===== src/Config_macros.svh =====
// ------------------------------------------------------------------------
// Build configuration of the instruction memory system. Include it in any
// file that needs the cache switch or the cache geometry.
// ------------------------------------------------------------------------

`ifndef CONFIG_MACROS_SVH
`define CONFIG_MACROS_SVH

// L1 instruction cache on (1) or direct bypass (0)
`define RV_ICACHE_ON 1

// Cache geometry
`define RV_ICACHE_WAYS 2        // Power of two
`define RV_ICACHE_SETS 4        // Sets per way
`define RV_ICACHE_LINE_WORDS 4  // 32-bit words per line

// Byte address width of both buses
`define RV_ADDR_WIDTH 32

// Round-robin replacement needs no extra setting,
// victim pointers live inside the lookup block

`endif

===== src/Types.sv =====
// ------------------------------------------------------------------------
// Shared types of the instruction memory system. Widths follow the cache
// geometry macros; import with Types::* in the module header.
// ------------------------------------------------------------------------

`include "Config_macros.svh"

package Types;

    // Field widths of a byte address
    localparam int OffsetBits = $clog2(`RV_ICACHE_LINE_WORDS); // Word in line
    localparam int IndexBits  = $clog2(`RV_ICACHE_SETS);       // Set number
    localparam int TagBits    = `RV_ADDR_WIDTH - IndexBits - OffsetBits - 2;

    typedef logic [`RV_ADDR_WIDTH-1:0] InstAddr;   // Byte address
    typedef logic [31:0]               Inst;       // Instruction word

    typedef logic [IndexBits-1:0]      CacheIndex;  // Set select
    typedef logic [OffsetBits-1:0]     CacheOffset; // Word select
    typedef logic [TagBits-1:0]        CacheTag;    // Upper address bits

    typedef logic [`RV_ICACHE_WAYS-1:0] WayMask;   // One bit per way

    // ---------------------------------------------------------------------
    // Refill controller states
    // ---------------------------------------------------------------------
    typedef enum logic [1:0] {
        Idle,    // Waiting for a miss
        Fill,    // Fetching line words from memory
        Finish   // Mark line valid, advance victim
    } RefillState;

endpackage


===== src/InstMemSystem.sv =====
// ------------------------------------------------------------------------
// Instruction side of the memory system. Joins the core instruction bus
// to the global instruction bus through the L1 cache or a plain bypass.
// ------------------------------------------------------------------------

`timescale 1ns/1ns

`include "Config_macros.svh"

module InstMemSystem
    import Types::*;
(
    input  logic    i_clock,    // Clock
    input  logic    i_rst,      // Sync reset
    input  InstAddr i_addr,     // Core address
    input  logic    i_re,       // Core read
    output Inst     o_inst,     // Word to core
    output logic    o_busy,     // Core wait
    output InstAddr o_memAddr,  // Global bus address
    output logic    o_memRe,    // Global bus read
    input  Inst     i_memInst,  // Global bus word
    input  logic    i_memBusy); // Global bus wait

    // ---------------------------------------------------------------------
    // L1 instruction cache or bypass
    // ---------------------------------------------------------------------

    generate
        if (`RV_ICACHE_ON == 1) begin : cacheGen
            InstL1Cache
            instL1Cache (
                .i_clock   (i_clock),
                .i_rst     (i_rst),
                .i_addr    (i_addr),
                .i_re      (i_re),
                .o_inst    (o_inst),
                .o_busy    (o_busy),
                .o_memAddr (o_memAddr),
                .o_memRe   (o_memRe),
                .i_memInst (i_memInst),
                .i_memBusy (i_memBusy));
        end
        else begin : bypassGen
            assign o_memAddr = i_addr;     // Latency is the memory's own
            assign o_memRe   = i_re;
            assign o_inst    = i_memInst;
            assign o_busy    = i_memBusy;
        end
    endgenerate

endmodule


===== src/InstL1Cache.sv =====
// ------------------------------------------------------------------------
// L1 instruction cache between the core bus and the global memory bus.
// Hits return in the request cycle; a miss refills the whole line first.
// ------------------------------------------------------------------------

`timescale 1ns/1ns

`include "Config_macros.svh"

module InstL1Cache
    import Types::*;
(
    input  logic    i_clock,    // Clock
    input  logic    i_rst,      // Sync reset
    input  InstAddr i_addr,     // Core request address
    input  logic    i_re,       // Core read request
    output Inst     o_inst,     // Word to core
    output logic    o_busy,     // Core must wait
    output InstAddr o_memAddr,  // Memory address
    output logic    o_memRe,    // Memory read request
    input  Inst     i_memInst,  // Word from memory
    input  logic    i_memBusy); // Memory not ready

    localparam CacheOffset LastOffset = CacheOffset'(`RV_ICACHE_LINE_WORDS - 1);

    RefillState state;          // Refill controller
    CacheOffset fillOffset;     // Word being fetched

    CacheIndex  index;          // Request fields
    CacheTag    tag;
    CacheOffset offset;
    WayMask     fillWay;        // One-hot victim

    WayMask     wayHits;        // Per-way hit
    Inst [`RV_ICACHE_WAYS-1:0] wayWords;
    logic       hit;            // Merged hit

    logic       wordTake;       // Memory word accepted this cycle
    logic       lineDone;       // Finish strobe

    // ---------------------------------------------------------------------
    // Refill controller
    // ---------------------------------------------------------------------

    always_ff @(posedge i_clock) begin
        if (i_rst) begin
            state      <= Idle;
            fillOffset <= '0;
        end
        else begin
            case (state)
                Idle: begin
                    fillOffset <= '0;            // Line fills from word 0
                    if (i_re && !hit)
                        state <= Fill;
                end
                Fill:
                    if (!i_memBusy) begin        // Word taken
                        fillOffset <= fillOffset + CacheOffset'(1);
                        if (fillOffset == LastOffset)
                            state <= Finish;
                    end
                Finish:
                    state <= Idle;               // Next cycle hits
                default:
                    state <= Idle;
            endcase
        end
    end

    assign wordTake = (state == Fill) && !i_memBusy;
    assign lineDone = (state == Finish);

    // Memory side, address held while memory is busy
    assign o_memRe   = (state == Fill);
    assign o_memAddr = {tag, index, fillOffset, 2'b00};

    // Core side
    assign o_busy = i_re && !hit;

    // ---------------------------------------------------------------------
    // Lookup, ways and merge
    // ---------------------------------------------------------------------

    CacheLookup
    cacheLookup (
        .i_clock    (i_clock),
        .i_rst      (i_rst),
        .i_addr     (i_addr),
        .i_lineDone (lineDone),
        .o_index    (index),
        .o_tag      (tag),
        .o_offset   (offset),
        .o_fillWay  (fillWay));

    generate
        for (genvar w = 0; w < `RV_ICACHE_WAYS; w++) begin : wayGen
            CacheWay
            cacheWay (
                .i_clock      (i_clock),
                .i_rst        (i_rst),
                .i_index      (index),
                .i_tag        (tag),
                .i_offset     (offset),
                .i_fillEn     (fillWay[w] && wordTake),  // Victim only
                .i_fillOffset (fillOffset),
                .i_fillWord   (i_memInst),
                .i_lineDone   (fillWay[w] && lineDone),
                .o_hit        (wayHits[w]),
                .o_word       (wayWords[w]));
        end
    endgenerate

    CacheHitSelect
    hitSelect (
        .i_hits  (wayHits),
        .i_words (wayWords),
        .o_hit   (hit),
        .o_inst  (o_inst));

endmodule


===== src/CacheHitSelect.sv =====
// ------------------------------------------------------------------------
// Output merge of the cache ways. ORs the hit flags and picks the word of
// the hitting way; gives zero when no way hits.
// ------------------------------------------------------------------------

`timescale 1ns/1ns

`include "Config_macros.svh"

module CacheHitSelect
    import Types::*;
(
    input  WayMask                     i_hits,  // Hit flag per way
    input  Inst [`RV_ICACHE_WAYS-1:0]  i_words, // Read word per way
    output logic                       o_hit,   // Any way hits
    output Inst                        o_inst); // Merged word

    // Any hit at all
    assign o_hit = |i_hits;

    // ---------------------------------------------------------------------
    // AND-OR merge
    // ---------------------------------------------------------------------

    // At most one way hits, so the OR needs no priority
    always_comb begin
        o_inst = '0;
        for (int w = 0; w < `RV_ICACHE_WAYS; w++)
            o_inst = o_inst | (i_words[w] & {32{i_hits[w]}});
    end

    // Cheaper than a mux tree on the word path, and a
    // miss shows up as a clean zero word

endmodule


===== src/CacheLookup.sv =====
// ------------------------------------------------------------------------
// Address split and round-robin replacement for the L1 instruction cache.
// Drives index, tag and offset to every way plus a one-hot victim mask.
// ------------------------------------------------------------------------

`timescale 1ns/1ns

`include "Config_macros.svh"

module CacheLookup
    import Types::*;
(
    input  logic       i_clock,     // Clock
    input  logic       i_rst,       // Sync reset, victims back to way 0
    input  InstAddr    i_addr,      // Core request address
    input  logic       i_lineDone,  // Refill finished, advance victim
    output CacheIndex  o_index,     // Set number
    output CacheTag    o_tag,       // Tag field
    output CacheOffset o_offset,    // Word within line
    output WayMask     o_fillWay);  // One-hot victim of this set

    // Victim counter width, at least one bit
    localparam int WayBits = (`RV_ICACHE_WAYS > 1) ? $clog2(`RV_ICACHE_WAYS) : 1;

    logic [WayBits-1:0] victim [`RV_ICACHE_SETS]; // Next way to replace

    // ---------------------------------------------------------------------
    // Address fields
    // ---------------------------------------------------------------------

    // Bits [1:0] are the byte lane, always word aligned here
    assign o_offset = i_addr[2 +: OffsetBits];
    assign o_index  = i_addr[2 + OffsetBits +: IndexBits];
    assign o_tag    = i_addr[`RV_ADDR_WIDTH-1 -: TagBits];

    // ---------------------------------------------------------------------
    // Round-robin victim per set
    // ---------------------------------------------------------------------

    always_ff @(posedge i_clock) begin
        if (i_rst) begin
            for (int s = 0; s < `RV_ICACHE_SETS; s++)
                victim[s] <= '0;
        end
        else if (i_lineDone) begin
            // Wrap explicitly, count need not fill the counter
            if (victim[o_index] == WayBits'(`RV_ICACHE_WAYS - 1))
                victim[o_index] <= '0;
            else
                victim[o_index] <= victim[o_index] + WayBits'(1);
        end
    end

    // Decode current set's pointer
    assign o_fillWay = WayMask'(1) << victim[o_index];

endmodule


===== src/CacheWay.sv =====
// ------------------------------------------------------------------------
// One way of the L1 instruction cache. Holds valid bits, tags and line
// words per set, reports a hit combinationally and takes refill writes.
// ------------------------------------------------------------------------

`timescale 1ns/1ns

`include "Config_macros.svh"

module CacheWay
    import Types::*;
(
    input  logic       i_clock,      // Clock
    input  logic       i_rst,        // Sync reset, clears valid bits
    input  CacheIndex  i_index,      // Set of the request
    input  CacheTag    i_tag,        // Tag of the request
    input  CacheOffset i_offset,     // Word of the request
    input  logic       i_fillEn,     // Write refill word into this way
    input  CacheOffset i_fillOffset, // Word being refilled
    input  Inst        i_fillWord,   // Word from memory
    input  logic       i_lineDone,   // Line complete, this way only
    output logic       o_hit,        // Valid and tag match
    output Inst        o_word);      // Word at i_index/i_offset

    // Storage
    logic [`RV_ICACHE_SETS-1:0] valid;  // One valid bit per set
    CacheTag tags [`RV_ICACHE_SETS];    // Tag per set
    Inst     words [`RV_ICACHE_SETS][`RV_ICACHE_LINE_WORDS];

    // ---------------------------------------------------------------------
    // Valid bits
    // ---------------------------------------------------------------------

    // Cleared as soon as the victim line is overwritten,
    // set again only once the whole line has arrived
    always_ff @(posedge i_clock) begin
        if (i_rst)
            valid <= '0;
        else if (i_lineDone)
            valid[i_index] <= 1'b1;
        else if (i_fillEn)
            valid[i_index] <= 1'b0;   // Line now partly stale
    end

    // ---------------------------------------------------------------------
    // Tag and data arrays
    // ---------------------------------------------------------------------

    always_ff @(posedge i_clock) begin
        if (i_fillEn)
            words[i_index][i_fillOffset] <= i_fillWord; // One word per take
        if (i_lineDone)
            tags[i_index] <= i_tag;                     // Request still held
    end

    // Read port, fully combinational so a hit costs no wait cycle
    always_comb begin
        o_hit  = valid[i_index] && (tags[i_index] == i_tag);
        o_word = words[i_index][i_offset];
    end

    // Note the word read is meaningless without o_hit,
    // the hit-select stage masks it out

endmodule


===== config.mk =====
export PLATFORM = sky130hd
export DESIGN_NAME = InstMemSystem
export DESIGN_NICKNAME = d
export VERILOG_FILES = /design/src/Types.sv /design/src/InstMemSystem.sv /design/src/InstL1Cache.sv /design/src/CacheHitSelect.sv /design/src/CacheLookup.sv /design/src/CacheWay.sv
export VERILOG_INCLUDE_DIRS = /design/src /design/src/src
export SDC_FILE = /design/constraint.sdc
export NUM_CORES = 1
export LEC_CHECK = 0
export BUFFER_PORTS_ARGS = -buffer_cell sky130_fd_sc_hd__buf_2
export CAP_MARGIN = 5
export CORE_MARGIN = 2
export CORE_UTILIZATION = 35
export CTS_BUF_LIST = sky130_fd_sc_hd__clkbuf_8
export CTS_CLUSTER_DIAMETER = 150
export DETAILED_ROUTE_END_ITERATION = 8
export HOLD_SLACK_MARGIN = 0.15
export MAX_ROUTING_LAYER = met4
export SETUP_SLACK_MARGIN = 0.3
export SKIP_CTS_REPAIR_TIMING = 1
export SYNTH_ARGS = -nofsm -noshare
export SYNTH_HDL_FRONTEND = slang
export SYNTH_SLANG_ARGS = --single-unit

===== constraint.sdc =====
create_clock -name i_clock -period 19.65 [get_ports i_clock]
set_input_delay 5.895 -clock i_clock [delete_from_list [all_inputs] [get_ports i_clock]]
set_output_delay 5.895 -clock i_clock [all_outputs]
set_load 0.02 [all_outputs]

==> impl_metrics.toml <==
[yosys]
synth_area_leaders = "edfxtp_1, mux4_2, mux2i_1"
synth_area_leader_cell = "edfxtp_1"
yosysWarnings = 0
synth_most_common_cell = "edfxtp_1"
synth_edf_count = 1236
avgSynthCellArea_um2 = 23.1
synth-async-reset-ratio = 0
netlist-cell-type-count = 46
synth-seq-cells = 1248
synthCells = 2102
syn-cell-area_mm2 = 0.0485
ys_seq_area_frac = 0.769
synth.top_cell.area_share = 0.764
synth_ff_type = "edfxtp_1"
ys_top_cells_by_count = "edfxtp_1, mux4_2, inv_1"

[drt]
initialDrtViolationCount = 2297
routedWlPerCell_um = 25.9
wl_mm = 111
detail-route-antenna-nets = 0
dr.pass1.iters = 5
vias = 22500
drc = 0
vias_per_cell = 5.22

[power]
pwr-share-seq = 0.571
clkPwrFrac = 0.385
p_leak_nw = 17.6
combPwrFrac = 0.044
peakVddDrop_mv = 0.0604
p_switching_w = 0.00114
power.density_mw_per_mm2 = 93.9
sw_frac_of_total = 0.221
p_int_w = 0.00401

[clocking]
cts_made_buffers = 193
cts_root_buf = "clkbuf_8"
cts_tree = "built"
clock_latency_ns = 0.89
cts_sinks = 1248
cts_htree_levels = 4
clk_path_buf_depth = 3
clkTransAtPathRegs_ns = 0.06

[timing]
hold_viol_final = 0
relSlewSlack = 0.234
finalMaxSlewViolations = 0
finalSetupViolCount = 0
rsz0062_at_grt = "false"
whs_ns = 0.480
skew_ns = 0.0679
final.min_clock_period_ns = 16.23
worst_pin_slew_ns = 1.15
fmax_ghz = 0.0616
timing.final.crit_share = 0.826
tns_ns = 0
setup_slack_ns = 3.42

[worst_setup_path]
r2r_slack_ns = 15.91
timing.rr.end = "cacheGen.instL1Cache.state[0]"
worstSetupStartpointType = "primary input"
cpMaxStageDelayCell = "buf_4"
reg2regPathDepth = 9
critical-path-max-stage-delay_ns = 0.78
cp-end-kind = "output port"
path_max_fanout = 63
cp_num_buf_inv = 4
critical_path_arrival_ns = 10.33
crit_family = "buffers and inverters"
cp_cell_sequence = "buf_8, buf_4, mux2i_1, o2bb2ai_1, a2111oi_0, o22ai_1, or4_2, buf_4, o22ai_1, buf_2"
cp_data_required_time_ns = 13.75
worst-setup-path-type = "in2out"

[cells_and_area]
drive_gt1_frac = 0.334
fin_area_mm2 = 0.0547
finalNetCount = 2422
fill_cells = 12000
area_delta_synth_final_pct = 12.7
seqCellArea_mm2 = 0.0374
multi_input_area_mm2 = 0.0102

[global_route]
track_usage = 0.162
grt_max_degree = 165
met2_usage = 0.255
grt-busiest-layer = "met2"
grt_pass1_wl_mm = 160
grt.overflow.total = 0
grt_pass1_vias = 23700
use_met1 = 0.209
met3_usage = 0.0370
antenna_found_initial = 10

[floorplanning]
core_mm2 = 0.138
num_rows = 136
pin_count = 134
die_area_mm2 = 0.142
die_w_um = 376
initial_utilization = 0.353
dieHeight_um = 376

[placed_design]
place_hpwl_mm = 53.5
placed_cell_area_mm2 = 0.0512
preCtsSetupSlack_ns = 3.38
numPortBuffers = 129
gp_congestion = 0.732

[min_path]
min-delay-path-class = "reg2reg"
hold_depth = 2

[run]
maxCapViolCount = 0

[outcome]
outcome = "finished, final reports clean"
-- how the worst max path moves through the flow --
stage	start	endpoint	slack, ns	depth (start not counted)
3_3_place_gp	i_addr[4]	o_inst[30]	3.40	9
4_1_cts	i_addr[4]	o_inst[30]	3.37	9
2_1_floorplan	i_addr[4]	o_inst[30]	5.34	11
6_report	i_addr[5]	o_inst[30]	3.42	10
5_1_grt	i_addr[5]	o_inst[30]	3.22	10
3_5_place_dp	i_addr[4]	o_inst[30]	3.38	9
-- sequential cells by signal, summed over array words and instances, names as in the netlist, named ones only --
signal,count
cacheGen.instL1Cache.state,2
cacheGen.instL1Cache.wayGen.cacheWay.tags,208
cacheGen.instL1Cache.cacheLookup.victim,4
cacheGen.instL1Cache.wayGen.cacheWay.words,1024
cacheGen.instL1Cache.fillOffset,2
-- power by group through the flow --
stage               clock (W)  sequential [W]  combinational, W
finish                0.00198         0.00293          0.000225
global route          0.00215         0.00293          0.000245
CTS                   0.00204         0.00293          0.000229
detailed placement          0         0.00299          0.000229
global placement            0         0.00299          0.000222
floorplan                   0         0.00299          0.000151
-- cells by family after synthesis --
logic type | count (synthesis) | synth area share
DFF | 1248 | 0.769
muxes | 396 | 0.173
buffers and inverters | 211 | 0.0214
and+or+nand+nor | 110 | 0.0119
AOI/OAI and AO/OA | 89 | 0.0150
xor gates and xnor gates | 43 | 0.00776
adders and majority gates | 4 | 0.00103
other | 1 | 0.0000772
-- cell usage in the layout (no fill, tap or decap), drive strengths merged, types with 9 or more instances in the layout --
cell	count
edfxtp	1236
clkbuf	196
mux2i	39
a21oi	15
nor2	26
buf	181
dfxtp	12
and2	32
nor3	9
clkinv	80
o22ai	40
xnor2	25
nand2	15
inv	150
mux4	356
xor2	18
-- through the flow --
step / cells / util / total power, W
3_3_place_gp: 3949 / 0.372 / 0.00321
2_1_floorplan: 2103 / - / 0.00314
5_1_grt: 4302 / 0.398 / 0.00532
6_report: 4302 / 0.398 / 0.00514
3_5_place_dp: 3949 / 0.372 / 0.00322
4_1_cts: 4298 / 0.398 / 0.00520
-- final cells by class --
type / count / share of cell area
Multi-Input combinational cell: 644 / 0.187
Tap cell: 1794 / 0.0410
Timing Repair Buffer: 181 / 0.0199
Sequential cell: 1248 / 0.682
Inverter: 82 / 0.00562
Antenna cell: 4 / 0.000183
Clock buffer: 196 / 0.0493
Clock inverter: 153 / 0.0148
-- worst reg2reg max path: stages (launching register included) --
cell       delay (ns)
edfxtp_1         0.38
mux4_2           0.48
xor2_1           0.19
nor4_1           0.76
o211ai_1         0.17
or4_2            0.65
buf_4            0.37
o311ai_0         0.27
buf_4            0.23
a2111oi_0        0.11
-- per-layer routing --
| layer | wire length [um] | up-vias |
|---|---|---|
| li1 | - | 9359 |
| met1 | 46200 | 12000 |
| met2 | 54800 | 884 |
| met3 | 8260 | 187 |
| met4 | 2080 | 0 |
| met5 | 0 | - |
No activity file was read; power rests on OpenSTA's default activity.
